<file path="config.mk">
export PLATFORM = sky130hd
export DESIGN_NAME = snake_top
export DESIGN_NICKNAME = d
export VERILOG_FILES = /design/src/source/snake_pkg.sv /design/src/source/snake_top.sv /design/src/source/frame_writer.sv /design/src/source/snake_engine.sv /design/src/source/game_controller.sv /design/src/source/ps2_key_receiver.sv
export SDC_FILE = /design/constraint.sdc
export NUM_CORES = 1
export LEC_CHECK = 0
export BUFFER_PORTS_ARGS = -buffer_cell sky130_fd_sc_hd__buf_2
export CAP_MARGIN = 15
export CORE_MARGIN = 3
export CORE_UTILIZATION = 45
export CTS_CLUSTER_DIAMETER = 40
export DETAILED_ROUTE_END_ITERATION = 16
export GPL_TIMING_DRIVEN = 1
export PLACE_DENSITY = 0.65
export SLEW_MARGIN = 0
export SYNTH_ARGS = -nofsm -noshare
export SYNTH_HDL_FRONTEND = slang
export SYNTH_SLANG_ARGS = --single-unit
</file>
<file path="constraint.sdc">
create_clock -name clk -period 4.95 [get_ports clk]
set_clock_uncertainty 0.2 [all_clocks]
set_input_delay 0.99 -clock clk [delete_from_list [all_inputs] [get_ports clk]]
set_output_delay 0.99 -clock clk [all_outputs]
set_load 0.1 [all_outputs]
</file>
<file path="src/source/snake_pkg.sv">
`default_nettype none

package snake_pkg;

	// ####################
	// grid and snake sizes
	localparam int grid_w = 16;
	localparam int grid_h = 12;
	localparam int body_max = 16;

	typedef logic [3:0] cell_x_t;
	typedef logic [3:0] cell_y_t;
	typedef logic [4:0] length_t;
	typedef logic [7:0] score_t;

	// {red, green, blue}
	typedef enum logic [2:0] {
		col_black = 3'b000,
		col_blue  = 3'b001,
		col_green = 3'b010,
		col_red   = 3'b100
	} colour_t;

	typedef enum logic [2:0] {dir_none, dir_up, dir_left, dir_down, dir_right} direction_t;

	typedef enum logic [2:0] {
		key_none, key_up, key_left, key_down, key_right, key_1, key_2, key_3
	} key_t;

	typedef enum logic [1:0] {ph_menu, ph_wait_start, ph_playing, ph_over} phase_t;

	// ####################
	// ps/2 set 2 scan codes
	localparam logic [7:0] sc_up = 8'h75;
	localparam logic [7:0] sc_left = 8'h6B;
	localparam logic [7:0] sc_down = 8'h72;
	localparam logic [7:0] sc_right = 8'h74;
	localparam logic [7:0] sc_1 = 8'h16;
	localparam logic [7:0] sc_2 = 8'h1E;
	localparam logic [7:0] sc_3 = 8'h26;
	localparam logic [7:0] sc_release = 8'hF0;

	// ####################
	// game constants, periods in frames per move
	localparam logic [2:0] period_1 = 3'd4;
	localparam logic [2:0] period_2 = 3'd2;
	localparam logic [2:0] period_3 = 3'd1;

	localparam cell_x_t start_x = 4'd4;
	localparam cell_y_t start_y = 4'd6;
	localparam cell_x_t apple_x0 = 4'd10;
	localparam cell_y_t apple_y0 = 4'd6;

	// apple walk, wraps inside the playing field
	localparam int apple_step_x = 5;
	localparam int apple_step_y = 3;

endpackage

`default_nettype wire
</file>
<file path="src/source/snake_top.sv">
`timescale 1ns/1ns
`default_nettype none

module snake_top (
	input  wire logic clk,
	input  wire logic reset,
	input  wire logic ps2_clk,
	input  wire logic ps2_data,
	output logic wb_cyc,
	output logic wb_stb,
	output logic wb_we,
	output logic [7:0] wb_adr,
	output snake_pkg::colour_t wb_dat,
	input  wire logic wb_ack,
	output snake_pkg::score_t score,
	output logic game_over
);

	snake_pkg::key_t key;
	logic key_valid;
	logic frame_done;
	logic start_game;
	logic move;
	logic crash;
	logic busy;
	snake_pkg::phase_t phase;
	snake_pkg::cell_x_t scan_x;
	snake_pkg::cell_y_t scan_y;
	snake_pkg::colour_t cell_kind;

	ps2_key_receiver ps2_key_receiver0 (
		.clk(clk),
		.reset(reset),
		.ps2_clk(ps2_clk),
		.ps2_data(ps2_data),
		.key(key),
		.key_valid(key_valid)
	);

	game_controller game_controller0 (
		.clk(clk),
		.reset(reset),
		.key(key),
		.key_valid(key_valid),
		.frame_done(frame_done),
		.crash(crash),
		.phase(phase),
		.start_game(start_game),
		.move(move),
		.game_over(game_over)
	);

	snake_engine snake_engine0 (
		.clk(clk),
		.reset(reset),
		.key(key),
		.key_valid(key_valid),
		.start_game(start_game),
		.move(move),
		.scan_x(scan_x),
		.scan_y(scan_y),
		.cell_kind(cell_kind),
		.busy(busy),
		.crash(crash),
		.score(score)
	);

	// frame buffer master
	frame_writer frame_writer0 (
		.clk(clk),
		.reset(reset),
		.phase(phase),
		.cell_kind(cell_kind),
		.busy(busy),
		.scan_x(scan_x),
		.scan_y(scan_y),
		.frame_done(frame_done),
		.wb_cyc(wb_cyc),
		.wb_stb(wb_stb),
		.wb_we(wb_we),
		.wb_adr(wb_adr),
		.wb_dat(wb_dat),
		.wb_ack(wb_ack)
	);

endmodule

`default_nettype wire

</file>
<file path="src/source/frame_writer.sv">
`timescale 1ns/1ns
`default_nettype none

module frame_writer (
	input  wire logic clk,
	input  wire logic reset,
	input  wire snake_pkg::phase_t phase,
	input  wire snake_pkg::colour_t cell_kind,
	input  wire logic busy,
	output snake_pkg::cell_x_t scan_x,
	output snake_pkg::cell_y_t scan_y,
	output logic frame_done,
	output logic wb_cyc,
	output logic wb_stb,
	output logic wb_we,
	output logic [7:0] wb_adr,
	output snake_pkg::colour_t wb_dat,
	input  wire logic wb_ack
);

	typedef enum logic [1:0] {fw_issue, fw_write, fw_gap} fw_state_t;

	fw_state_t state;
	logic [1:0] gap_cnt;
	logic last_cell;
	snake_pkg::colour_t pixel;

	assign last_cell = (scan_x == snake_pkg::cell_x_t'(snake_pkg::grid_w - 1))
		&& (scan_y == snake_pkg::cell_y_t'(snake_pkg::grid_h - 1));

	always_comb begin
		case (phase)
			snake_pkg::ph_menu: pixel = snake_pkg::col_black;
			snake_pkg::ph_over: pixel = snake_pkg::col_red;
			default: pixel = cell_kind;
		endcase
	end

	// ####################
	// write sequencer
	always_ff @(posedge clk) begin
		if (reset) begin
			state <= fw_issue;
			gap_cnt <= '0;
			scan_x <= '0;
			scan_y <= '0;
			frame_done <= 1'b0;
			wb_stb <= 1'b0;
		end else begin
			frame_done <= 1'b0;
			case (state)
				fw_issue: begin
					if (!busy) begin
						wb_stb <= 1'b1;
						state <= fw_write;
					end
				end
				fw_write: begin
					if (wb_ack) begin
						wb_stb <= 1'b0;
						if (last_cell) begin
							scan_x <= '0;
							scan_y <= '0;
							frame_done <= 1'b1;
							gap_cnt <= 2'd2;
							state <= fw_gap;
						end else begin
							state <= fw_issue;
							if (scan_x == snake_pkg::cell_x_t'(snake_pkg::grid_w - 1)) begin
								scan_x <= '0;
								scan_y <= scan_y + 4'd1;
							end else begin
								scan_x <= scan_x + 4'd1;
							end
						end
					end
				end
				fw_gap: begin
					// frame_done cycle, then two idle cycles
					if (gap_cnt == 2'd0)
						state <= fw_issue;
					else
						gap_cnt <= gap_cnt - 2'd1;
				end
				default: state <= fw_issue;
			endcase
		end
	end

	// colour latched as the write starts
	always_ff @(posedge clk) begin
		if (state == fw_issue && !busy)
			wb_dat <= pixel;
	end

	assign wb_cyc = wb_stb;
	assign wb_we = wb_stb;
	assign wb_adr = {scan_y, scan_x};

endmodule

`default_nettype wire

</file>
<file path="src/source/snake_engine.sv">
`timescale 1ns/1ns
`default_nettype none

module snake_engine (
	input  wire logic clk,
	input  wire logic reset,
	input  wire snake_pkg::key_t key,
	input  wire logic key_valid,
	input  wire logic start_game,
	input  wire logic move,
	input  wire snake_pkg::cell_x_t scan_x,
	input  wire snake_pkg::cell_y_t scan_y,
	output snake_pkg::colour_t cell_kind,
	output logic busy,
	output logic crash,
	output snake_pkg::score_t score
);

	typedef enum logic [1:0] {eng_idle, eng_check, eng_walk} eng_state_t;

	eng_state_t state;
	snake_pkg::cell_x_t body_x [snake_pkg::body_max];
	snake_pkg::cell_y_t body_y [snake_pkg::body_max];
	snake_pkg::length_t length;
	snake_pkg::direction_t dir;
	snake_pkg::direction_t pend;
	snake_pkg::direction_t cur_dir;
	snake_pkg::direction_t key_dir;
	snake_pkg::cell_x_t apple_x;
	snake_pkg::cell_y_t apple_y;
	snake_pkg::cell_x_t step_x;
	snake_pkg::cell_y_t step_y;
	logic [4:0] walk_x;
	logic [4:0] walk_y;
	logic walk_free;
	logic head_crash;

	function automatic logic is_wall(snake_pkg::cell_x_t x, snake_pkg::cell_y_t y);
		return (x == '0) || (x == snake_pkg::cell_x_t'(snake_pkg::grid_w - 1))
			|| (y == '0) || (y == snake_pkg::cell_y_t'(snake_pkg::grid_h - 1));
	endfunction

	// segments first .. length-1
	function automatic logic on_body(snake_pkg::cell_x_t x, snake_pkg::cell_y_t y, int first);
		logic hit;
		hit = 1'b0;
		for (int i = 0; i < snake_pkg::body_max; i++) begin
			if (i >= first && i < int'(length) && body_x[i] == x && body_y[i] == y)
				hit = 1'b1;
		end
		return hit;
	endfunction

	function automatic logic is_reverse(snake_pkg::direction_t a, snake_pkg::direction_t b);
		return (a == snake_pkg::dir_up && b == snake_pkg::dir_down)
			|| (a == snake_pkg::dir_down && b == snake_pkg::dir_up)
			|| (a == snake_pkg::dir_left && b == snake_pkg::dir_right)
			|| (a == snake_pkg::dir_right && b == snake_pkg::dir_left);
	endfunction

	always_comb begin
		case (key)
			snake_pkg::key_up: key_dir = snake_pkg::dir_up;
			snake_pkg::key_left: key_dir = snake_pkg::dir_left;
			snake_pkg::key_down: key_dir = snake_pkg::dir_down;
			snake_pkg::key_right: key_dir = snake_pkg::dir_right;
			default: key_dir = snake_pkg::dir_none;
		endcase
		cur_dir = move ? pend : dir;
	end

	// next head cell
	always_comb begin
		step_x = body_x[0];
		step_y = body_y[0];
		case (pend)
			snake_pkg::dir_up: step_y = body_y[0] - 4'd1;
			snake_pkg::dir_down: step_y = body_y[0] + 4'd1;
			snake_pkg::dir_left: step_x = body_x[0] - 4'd1;
			snake_pkg::dir_right: step_x = body_x[0] + 4'd1;
			default: ;
		endcase
	end

	// one step of the apple walk
	always_comb begin
		walk_x = {1'b0, apple_x} + 5'(snake_pkg::apple_step_x);
		if (walk_x > 5'(snake_pkg::grid_w - 2))
			walk_x = walk_x - 5'(snake_pkg::grid_w - 2);
		walk_y = {1'b0, apple_y} + 5'(snake_pkg::apple_step_y);
		if (walk_y > 5'(snake_pkg::grid_h - 2))
			walk_y = walk_y - 5'(snake_pkg::grid_h - 2);
		walk_free = !on_body(walk_x[3:0], walk_y[3:0], 0);
	end

	// old tail sits at index length and is not compared
	always_comb begin
		head_crash = is_wall(body_x[0], body_y[0]) || on_body(body_x[0], body_y[0], 1);
	end

	assign busy = (state != eng_idle);

	// ####################
	// control
	always_ff @(posedge clk) begin
		if (reset || start_game) begin
			state <= eng_idle;
			length <= 5'd1;
			dir <= snake_pkg::dir_none;
			pend <= snake_pkg::dir_none;
			crash <= 1'b0;
			score <= '0;
		end else begin
			if (key_valid && key_dir != snake_pkg::dir_none && !is_reverse(key_dir, cur_dir))
				pend <= key_dir;
			case (state)
				eng_idle: begin
					if (move) begin
						dir <= pend;
						state <= eng_check;
					end
				end
				eng_check: begin
					if (head_crash) begin
						crash <= 1'b1;
						state <= eng_idle;
					end else if (body_x[0] == apple_x && body_y[0] == apple_y) begin
						if (length < snake_pkg::length_t'(snake_pkg::body_max))
							length <= length + 5'd1;
						if (score != 8'hFF)
							score <= score + 8'd1;
						state <= eng_walk;
					end else begin
						state <= eng_idle;
					end
				end
				eng_walk: begin
					if (walk_free)
						state <= eng_idle;
				end
				default: state <= eng_idle;
			endcase
		end
	end

	// body shift and apple position
	always_ff @(posedge clk) begin
		if (start_game) begin
			body_x[0] <= snake_pkg::start_x;
			body_y[0] <= snake_pkg::start_y;
			apple_x <= snake_pkg::apple_x0;
			apple_y <= snake_pkg::apple_y0;
		end else if (state == eng_idle && move) begin
			for (int i = snake_pkg::body_max - 1; i > 0; i--) begin
				body_x[i] <= body_x[i - 1];
				body_y[i] <= body_y[i - 1];
			end
			body_x[0] <= step_x;
			body_y[0] <= step_y;
		end else if (state == eng_walk) begin
			apple_x <= walk_x[3:0];
			apple_y <= walk_y[3:0];
		end
	end

	// ####################
	// cell classifier
	always_comb begin
		if (is_wall(scan_x, scan_y))
			cell_kind = snake_pkg::col_blue;
		// head and body share one colour
		else if (on_body(scan_x, scan_y, 0))
			cell_kind = snake_pkg::col_green;
		else if (scan_x == apple_x && scan_y == apple_y)
			cell_kind = snake_pkg::col_red;
		else
			cell_kind = snake_pkg::col_black;
	end

endmodule

`default_nettype wire

</file>
<file path="src/source/game_controller.sv">
`timescale 1ns/1ns
`default_nettype none

module game_controller (
	input  wire logic clk,
	input  wire logic reset,
	input  wire snake_pkg::key_t key,
	input  wire logic key_valid,
	input  wire logic frame_done,
	input  wire logic crash,
	output snake_pkg::phase_t phase,
	output logic start_game,
	output logic move,
	output logic game_over
);

	logic [2:0] period;
	logic [2:0] frame_cnt;
	logic [2:0] key_period;
	logic number_key;
	logic direction_key;

	always_comb begin
		number_key = 1'b1;
		case (key)
			snake_pkg::key_1: key_period = snake_pkg::period_1;
			snake_pkg::key_2: key_period = snake_pkg::period_2;
			snake_pkg::key_3: key_period = snake_pkg::period_3;
			default: begin
				key_period = snake_pkg::period_1;
				number_key = 1'b0;
			end
		endcase
	end

	assign direction_key = (key == snake_pkg::key_up) || (key == snake_pkg::key_left)
		|| (key == snake_pkg::key_down) || (key == snake_pkg::key_right);

	// ####################
	// phase fsm
	always_ff @(posedge clk) begin
		if (reset) begin
			phase <= snake_pkg::ph_menu;
			start_game <= 1'b0;
			period <= snake_pkg::period_1;
			frame_cnt <= '0;
		end else begin
			start_game <= 1'b0;
			case (phase)
				snake_pkg::ph_menu: begin
					if (key_valid && number_key) begin
						period <= key_period;
						start_game <= 1'b1;
						phase <= snake_pkg::ph_wait_start;
					end
				end
				snake_pkg::ph_wait_start: begin
					frame_cnt <= '0;
					if (key_valid && direction_key)
						phase <= snake_pkg::ph_playing;
				end
				snake_pkg::ph_playing: begin
					if (crash)
						phase <= snake_pkg::ph_over;
					else if (frame_done)
						frame_cnt <= move ? 3'd0 : frame_cnt + 3'd1;
				end
				default: ;
			endcase
		end
	end

	// move on the frame that ends each period
	assign move = (phase == snake_pkg::ph_playing) && frame_done && !crash
		&& (frame_cnt == period - 3'd1);

	assign game_over = (phase == snake_pkg::ph_over);

endmodule

`default_nettype wire

</file>
<file path="src/source/ps2_key_receiver.sv">
`timescale 1ns/1ns
`default_nettype none

module ps2_key_receiver (
	input  wire logic clk,
	input  wire logic reset,
	input  wire logic ps2_clk,
	input  wire logic ps2_data,
	output snake_pkg::key_t key,
	output logic key_valid
);

	logic [1:0] clk_sync;
	logic [1:0] data_sync;
	logic clk_prev;
	logic clk_fall;
	logic [10:0] frame;
	logic [3:0] bit_cnt;
	logic frame_ready;
	logic release_armed;
	logic [7:0] code;
	snake_pkg::key_t code_key;

	// line synchronisers, idle lines are high
	always_ff @(posedge clk) begin
		if (reset) begin
			clk_sync <= 2'b11;
			data_sync <= 2'b11;
			clk_prev <= 1'b1;
		end else begin
			clk_sync <= {clk_sync[0], ps2_clk};
			data_sync <= {data_sync[0], ps2_data};
			clk_prev <= clk_sync[1];
		end
	end

	assign clk_fall = clk_prev & ~clk_sync[1];

	always_ff @(posedge clk) begin
		if (reset) begin
			bit_cnt <= '0;
			frame_ready <= 1'b0;
		end else begin
			frame_ready <= 1'b0;
			if (clk_fall) begin
				if (bit_cnt == 4'd10) begin
					bit_cnt <= '0;
					frame_ready <= 1'b1;
				end else begin
					bit_cnt <= bit_cnt + 4'd1;
				end
			end
		end
	end

	// lsb first, new bit enters at the top
	always_ff @(posedge clk) begin
		if (clk_fall)
			frame <= {data_sync[1], frame[10:1]};
	end

	assign code = frame[8:1];

	// directions on make codes, numbers on release codes
	always_comb begin
		code_key = snake_pkg::key_none;
		if (release_armed) begin
			case (code)
				snake_pkg::sc_1: code_key = snake_pkg::key_1;
				snake_pkg::sc_2: code_key = snake_pkg::key_2;
				snake_pkg::sc_3: code_key = snake_pkg::key_3;
				default: code_key = snake_pkg::key_none;
			endcase
		end else begin
			case (code)
				snake_pkg::sc_up: code_key = snake_pkg::key_up;
				snake_pkg::sc_left: code_key = snake_pkg::key_left;
				snake_pkg::sc_down: code_key = snake_pkg::key_down;
				snake_pkg::sc_right: code_key = snake_pkg::key_right;
				default: code_key = snake_pkg::key_none;
			endcase
		end
	end

	always_ff @(posedge clk) begin
		if (reset) begin
			release_armed <= 1'b0;
			key_valid <= 1'b0;
			key <= snake_pkg::key_none;
		end else begin
			key_valid <= 1'b0;
			// start bit low and stop bit high
			if (frame_ready && !frame[0] && frame[10]) begin
				if (code == snake_pkg::sc_release) begin
					release_armed <= 1'b1;
				end else begin
					release_armed <= 1'b0;
					if (code_key != snake_pkg::key_none) begin
						key <= code_key;
						key_valid <= 1'b1;
					end
				end
			end
		end
	end

endmodule

`default_nettype wire

</file>
## Yosys cells after proc, flatten, opt, wreduce, memory -nomap -nowiden

Memories as Yosys holds them, arrays and structs flattened.
Index checks and enable logic that the tools add are counted.

- $add $sub $neg: 16
- Order comparisons: 19
- Equality and inequality tests: 151
- Muxes and demuxes: 105
- Bitwise gates (word level): 12
- Reductions and logical operators: 165

Operators with widths:

| cell | count |
|---|---|
| 4-bit == test | 98 |
| 1-bit logical AND | 112 |
| 1-bit 2-to-1 mux | 61 |
| 4-bit by 5-bit less-than comparator with 1-bit output, first input constant | 8 |
| 4-bit 2-to-1 mux | 9 |
| 8-bit by 7-bit == test with 1-bit output, second input constant | 4 |
| 2-bit 2-to-1 mux | 14 |
| 3-bit by 2-bit == test with 1-bit output, second input constant | 8 |
| 3-bit 2-to-1 mux | 8 |
| 3-bit one-hot mux with 4 select lines | 2 |
| 3-bit == test, second input constant | 7 |
| 4-bit by 1-bit adder with 4-bit output, second input constant | 5 |
| 4-bit == test, second input constant | 5 |
| 3-bit by 5-bit less-than comparator with 1-bit output, first input constant | 4 |
| 2-bit one-hot mux with 3 select lines | 3 |
| 3-bit one-hot mux with 2 select lines | 3 |
| 8-bit by 5-bit == test with 1-bit output, second input constant | 2 |
| 4-bit zero test | 4 |
| 4-bit one-hot mux with 2 select lines | 2 |
| 4-bit AND reduction | 4 |
| 3-bit AND reduction | 5 |
| 1-bit logical OR | 14 |
| 2-bit != test, second input constant | 7 |
| 3-bit by 1-bit == test with 1-bit output, second input constant | 4 |
| 33 further kinds | 75 |

- Register bits after elaboration: 82
- Memory bits (writable): 128
- Input bits: 5
- Logic and storage cells: 498
- Memories kept: 2

Memories:

| name | words | width | rd ports | clocked after Yosys merged registers in | write ports | line | text |
|---|---|---|---|---|---|---|---|
| snake_engine0.body_x | 16 | 4 | 16 | 0 | 16 | snake_engine.sv:22 | `snake_pkg::cell_x_t body_x [snake_pkg::body_max];` |
| snake_engine0.body_y | 16 | 4 | 16 | 0 | 16 | snake_engine.sv:23 | `snake_pkg::cell_y_t body_y [snake_pkg::body_max];` |

## Depth between registers and ports, before layout

- Word-level depth: 24
- Depth in mapped cells: 18
- Mapped depth without buffers: 13

## Hierarchy

Synthesis repeated with hierarchy kept, for this count alone.

- Cell total of the unflattened synthesis: 1,332
- Area total of the unflattened synthesis: 13,795.7 um^2

Modules (own cells, without submodules):

| module | instances | cells each | area an instance (um^2) |
|---|---|---|---|
| snake_engine | 1 | 1,081 | 11,222.0 |
| ps2_key_receiver | 1 | 96 | 1,137.3 |
| frame_writer | 1 | 89 | 855.8 |
| game_controller | 1 | 66 | 580.6 |

## Worst setup path before layout

No wires, ideal clock.

- Path kind: flip-flop to flip-flop
- Start: register game_controller0.period[0]
- End: memory snake_engine0.body_x[0][10] (netlist name) (enable)
- Data arrival time: 4,275 ps
- Data required time: 4,276 ps
- Slack: 0 ps
- Cell stages (with the launch flop): 9
- Buffers on the path: 1
- Clock period less this slack: 4,950 ps
- Path through: dfxtp_1 > inv_1 > ha_1 > xor2_1 > nand4_1 > or3_1 > clkbuf_1 > nand2b_1 > inv_1

RTL lines:

| element | line | text |
|---|---|---|
| from (decl) | game_controller.sv:17 | `logic [2:0] period;` |
| from (signal assigned) | game_controller.sv:45 | `period <= snake_pkg::period_1;` |
| from (signal assigned) | game_controller.sv:52 | `period <= key_period;` |
| to (decl) | snake_engine.sv:22 |  |

## Worst setup path after layout

- Start: register snake_engine0.apple_y[1]
- End: register snake_engine0.state[1]

- Word-level cells in the longest chain between the ends: 23
- Elaborated cells on any way between the ends: 59
- Classes of those cells: add/sub: 2; order compare: 1; eq/ne: 18; mux: 20; reduce/logical: 18

Ends and longest elaborated chain:

| element | line | text |
|---|---|---|
| from (decl) | snake_engine.sv:30 | `snake_pkg::cell_y_t apple_y;` |
| from (signal assigned) | snake_engine.sv:152 | `apple_y <= snake_pkg::apple_y0;` |
| from (signal assigned) | snake_engine.sv:162 | `apple_y <= walk_y[3:0];` |
| 4-bit by 2-bit adder with 5-bit output | snake_engine.sv:90 | `walk_y = {1'b0, apple_y} + 5'(snake_pkg::apple_step_y);` |
| 4-bit subtractor / 5-bit by 4-bit > comparator with 1-bit output (equally long branches) | snake_engine.sv:92, snake_engine.sv:91 |  |
| 4-bit 2-to-1 mux | snake_engine.sv:91 | `if (walk_y > 5'(snake_pkg::grid_h - 2))` |
| 4-bit == test | snake_engine.sv:48 | `if (i >= first && i < int'(length) && body_x[i] == x && body_y[i] == y)` |
| 1-bit logical AND | snake_engine.sv:48 |  |
| 1-bit 2-to-1 mux (16 in a row) | snake_engine.sv:48 |  |
| 2-bit != test (no line) | n/a |  |
| 2-bit AND reduction (no line) | n/a |  |
| to (signal assigned) | snake_engine.sv:107 | `state <= eng_idle;` |
| to (signal assigned) | snake_engine.sv:120 | `state <= eng_check;` |
| to (signal assigned) | snake_engine.sv:126 | `state <= eng_idle;` |
| to (decl) | snake_engine.sv:21 | `eng_state_t state;` |

Several ways; a longest one is shown, not always the timed one.
A chain may end at the register's enable or synchronous reset.

==> summary.txt <==
Yosys
  • Ys async rst share: 0%
  • Simple-Gate Fraction of Synth Area: 16.0%
  • Syn_nets: 1,416
  • Mux share of post-synthesis cell area: 1.18%
  • Mapped Area: 13,800 um2
  • Syn Inst Count: 1,385
  • Adder and majority cell fraction of the synthesized area: 2.46%
  • Post-Synth XOR/XNOR Area: 25.5%
  • Post-synthesis compound-gate area fraction: 10.6%
  • Mean Syn Cell Area: 9.99 um2
  • Ys flop type: edfxtp_1
  • Number of synthesized flops with an enable pin: 142
  • Synth Register Bits: 210
  • Register area share after synthesis: 40.7%
  • Post-synth cell types: 82
  • Yosys warns: 0
  • Largest family of logic cells by synthesized area: XOR/XNOR gates

Place
  • Placed Instances: 1,757
  • DP HPWL: 33.0 mm
  • GP Congestion: 0.984
  • PortBufs: 27

Worst setup path
  • Crit end category: register
  • CP arrival: 4690 ps
  • CP dominant cell by count: ha_1
  • CP top delay family: compound AO/OA/AOI/OAI gates
  • CP startpoint: snake_engine0.apple_y[1]
  • CP bufs+invs: 2
  • CP max stage cell: a2111oi_0
  • CP Max Fanout: 10
  • CP Data Required Time: 5200 ps
  • Max incr delay on CP: 800 ps
  • Critical path class: register to register
  • Reg-to-Reg End: snake_engine0.state[1]
  • Worst setup SP type: register
  • Crit-path cells: inv_1, ha_1, xor2_1, ha_1, mux2i_1, o311ai_0, buf_4, a21boi_0, o221ai_1, a2111oi_0, nand3b_1, a32oi_1, a211oi_1, a21oi_1
  • R2R Setup Slk: 510 ps
  • Reg2Reg Launch Point: snake_engine0.apple_y[1]
  • Worst R2R Path Depth: 14

Power and ir drop
  • P_leak: 5.37 nW
  • Power Total: 4.76 mW
  • PwrDens: 302 nW/um2
  • Worst vdd ir: 0.000253 V

STA
  • RSZ-0062 raised after global routing: false
  • Final period utilization: 89.6%
  • Hold slack: 208 ps
  • # setup viols final: 0
  • Slew @ Worst Pin: 1110 ps
  • Slew headroom: 25.9%
  • Fin. Hold Viols: 0
  • Setup TNS: 0 ps
  • Fin crit period: 4440 ps
  • Pins Over Slew Limit: 0
  • Max frequency: 0.225 GHz

Status
  • Status: finished clean

Die
  • Core area: 30,000 um2
  • Starting Density: 46.2%
  • Row Count: 63
  • DIE HEIGHT: 181 um
  • Die area: 32,900 um2
  • Top-level I/O count: 28
  • Die outline width: 181 um

Worst hold path
  • Hold Path Class: register to register
  • Worst Hold Launch: ps2_key_receiver0.data_sync[1]
  • Cells on Worst Hold Path: 0
  • Hold worst-path end: ps2_key_receiver0.frame[10]

Route
  • Avg WL per Cell: 24.8 um
  • Post-route ant nets: 0
  • Via Count: 11,200
  • Drt pass-1 iters: 5
  • Residual DRC: 0
  • Vias/cell: 6.15
  • Initial DRC count: 1,179
  • Final wirelength: 45.2 mm

Global route
  • Global-route wire length before repair: 68.2 mm
  • GRT overflow: 0
  • Number of global-route vias before repair: 10,800
  • Largest net degree at the start of global routing: 74
  • Antenna violations before repair: 0
  • All-layer global routing usage: 27.0%

CTS
  • CTS tree: built
  • Post-CTS repair timing setup buffer count: 0
  • CTS root buf: clkbuf_16
  • Hold_buf cts: 0
  • Clock Path Buffers: 3
  • H-tree lvl count: 2
  • CTS Buf Count: 36
  • Sinks on Clock Net: 210
  • Resized cells post-CTS: 0
  • CTS clk-pin slew, worst paths: 50 ps
  • Worst-Skew Late Latency: 530 ps

Layout
  • Non-Filler Instances: 1,823
  • Share of cells above drive strength 1: 11.4%
  • Synth-to-Final Area Change: 14.0%
  • # diodes: 0
  • Final Net Count: 1,436

Run
  • Max cap viols: 0
[power breakdown]
group	internal (mW)	switching, mW	leakage [nW]
combinational	0.101	0.194	2.91
clock	1.60	0.993	0.629
sequential	1.87	0.0151	1.83
total	3.56	1.20	5.37
[per-stage QoR]
stage | instance area (um2) | utilization, % | worst slack, ps
floorplan | 13800 | - | 0.394
global placement | 14500 | 48.4 | 666
detailed placement | 14500 | 48.4 | 685
CTS | 15800 | 52.7 | 629
global route | 15800 | 52.7 | 267
finish | 15800 | 52.7 | 513
[flip-flops by register name (all words and copies together), names as in the netlist, 3 cells and up]
register and count:
ps2_key_receiver0.key 3, snake_engine0.length 5, ps2_key_receiver0.frame 11, game_controller0.frame_cnt 3
snake_engine0.body_x 64, snake_engine0.score 8, game_controller0.period 3, snake_engine0.apple_x 4
snake_engine0.apple_y 4, snake_engine0.dir 3, frame_writer0.scan_y 4, frame_writer0.scan_x 4
snake_engine0.body_y 64, frame_writer0.wb_dat 3, snake_engine0.pend 3, ps2_key_receiver0.bit_cnt 4
[worst max path at each step]
stage | to | cells past startpoint
after detailed placement | snake_engine0.state[1] | 14
final | snake_engine0.state[1] | 14
after CTS | snake_engine0.state[1] | 14
after floorplan | snake_engine0.body_x[0][10] | 8
after global routing | snake_engine0.state[1] | 14
after global placement | snake_engine0.state[1] | 14
[synthesized netlist by cell type, types with 7 or more instances]
library cell	instances	share of area [%]
ha_1	24	2.2
xor2_1	123	7.8
a31oi_1	14	0.63
a21oi_1	50	1.8
mux2i_1	13	0.94
nor2_1	86	2.3
nand2b_1	12	0.54
nor3_1	49	1.8
nand3_1	30	1.1
nor2b_1	12	0.54
or3_1	12	0.54
and3_1	11	0.50
edfxtp_1	142	31
or4_1	7	0.38
nand4_1	64	2.9
clkbuf_1	40	1.1
nand3b_1	9	0.49
buf_2	23	0.83
nand2_1	43	1.2
nor4_1	34	1.5
o211ai_1	12	0.65
nor3b_1	9	0.49
dfxtp_1	68	9.8
a211oi_1	14	0.76
inv_1	31	0.84
o21ai_0	36	1.3
xnor2_1	265	17
or2_2	10	0.45
buf_1	23	0.62
[per-layer routing]
layer / up-vias / global-route usage [%] / part of all wire [%] / routed length, um
met5: - / 0 / 0 / 0
met4: 0 / 10.7 / 4.0 / 1820
met3: 128 / 5.72 / 9.5 / 4290
met2: 593 / 42.9 / 45 / 20500
met1: 5434 / 36.2 / 41 / 18500
li1: 5062 / - / - / -
[layout by cell type, fill, tap and decap left out, types with 6 or more instances in the layout]
cell / synthesis / routed
mux2i_1: 13 / 13
inv_6: 0 / 6
or4_1: 7 / 7
a21oi_1: 50 / 50
nand2b_1: 12 / 12
nand3b_1: 9 / 9
xor2_1: 123 / 123
a31oi_1: 14 / 14
nand2_1: 43 / 43
a211oi_1: 14 / 14
nand4_1: 64 / 64
clkbuf_16: 0 / 39
nor2_1: 86 / 86
o211ai_1: 12 / 12
buf_12: 0 / 6
or2_2: 10 / 10
nor3b_1: 9 / 9
nor2b_1: 12 / 12
inv_1: 31 / 30
ha_1: 24 / 24
nor4_1: 34 / 34
o21ai_0: 36 / 36
and3_1: 11 / 11
or3_1: 12 / 12
edfxtp_1: 142 / 142
xnor2_1: 265 / 265
buf_2: 23 / 27
nand3_1: 30 / 30
nor3_1: 49 / 49
dfxtp_1: 68 / 68
a2111oi_0: 6 / 6
buf_4: 3 / 38
inv_8: 0 / 6
[cell families (layout without fill, tap and decap cells)]
| family | after synthesis | count (layout) |
|---|---|---|
| xor gates and xnor gates | 394 | 394 |
| adders and majority gates | 26 | 26 |
| muxes | 16 | 16 |
| and+or+nand+nor | 409 | 409 |
| buffers and inverters | 121 | 169 |
| AOI/OAI and AO/OA | 209 | 209 |
| DFF | 210 | 210 |
[cell type report]
| cell class | count | area (um2) |
|---|---|---|
| fillers | 2699 | 14200 |
| multi-input cells | 1054 | 7720 |
| flip-flops and latches | 210 | 5630 |
| clock buffers | 40 | 980 |
| repair buffers | 71 | 541 |
| well taps | 390 | 488 |
| clock inverters | 26 | 294 |
| inverters | 32 | 123 |
Power figures use the tool's default switching activity.
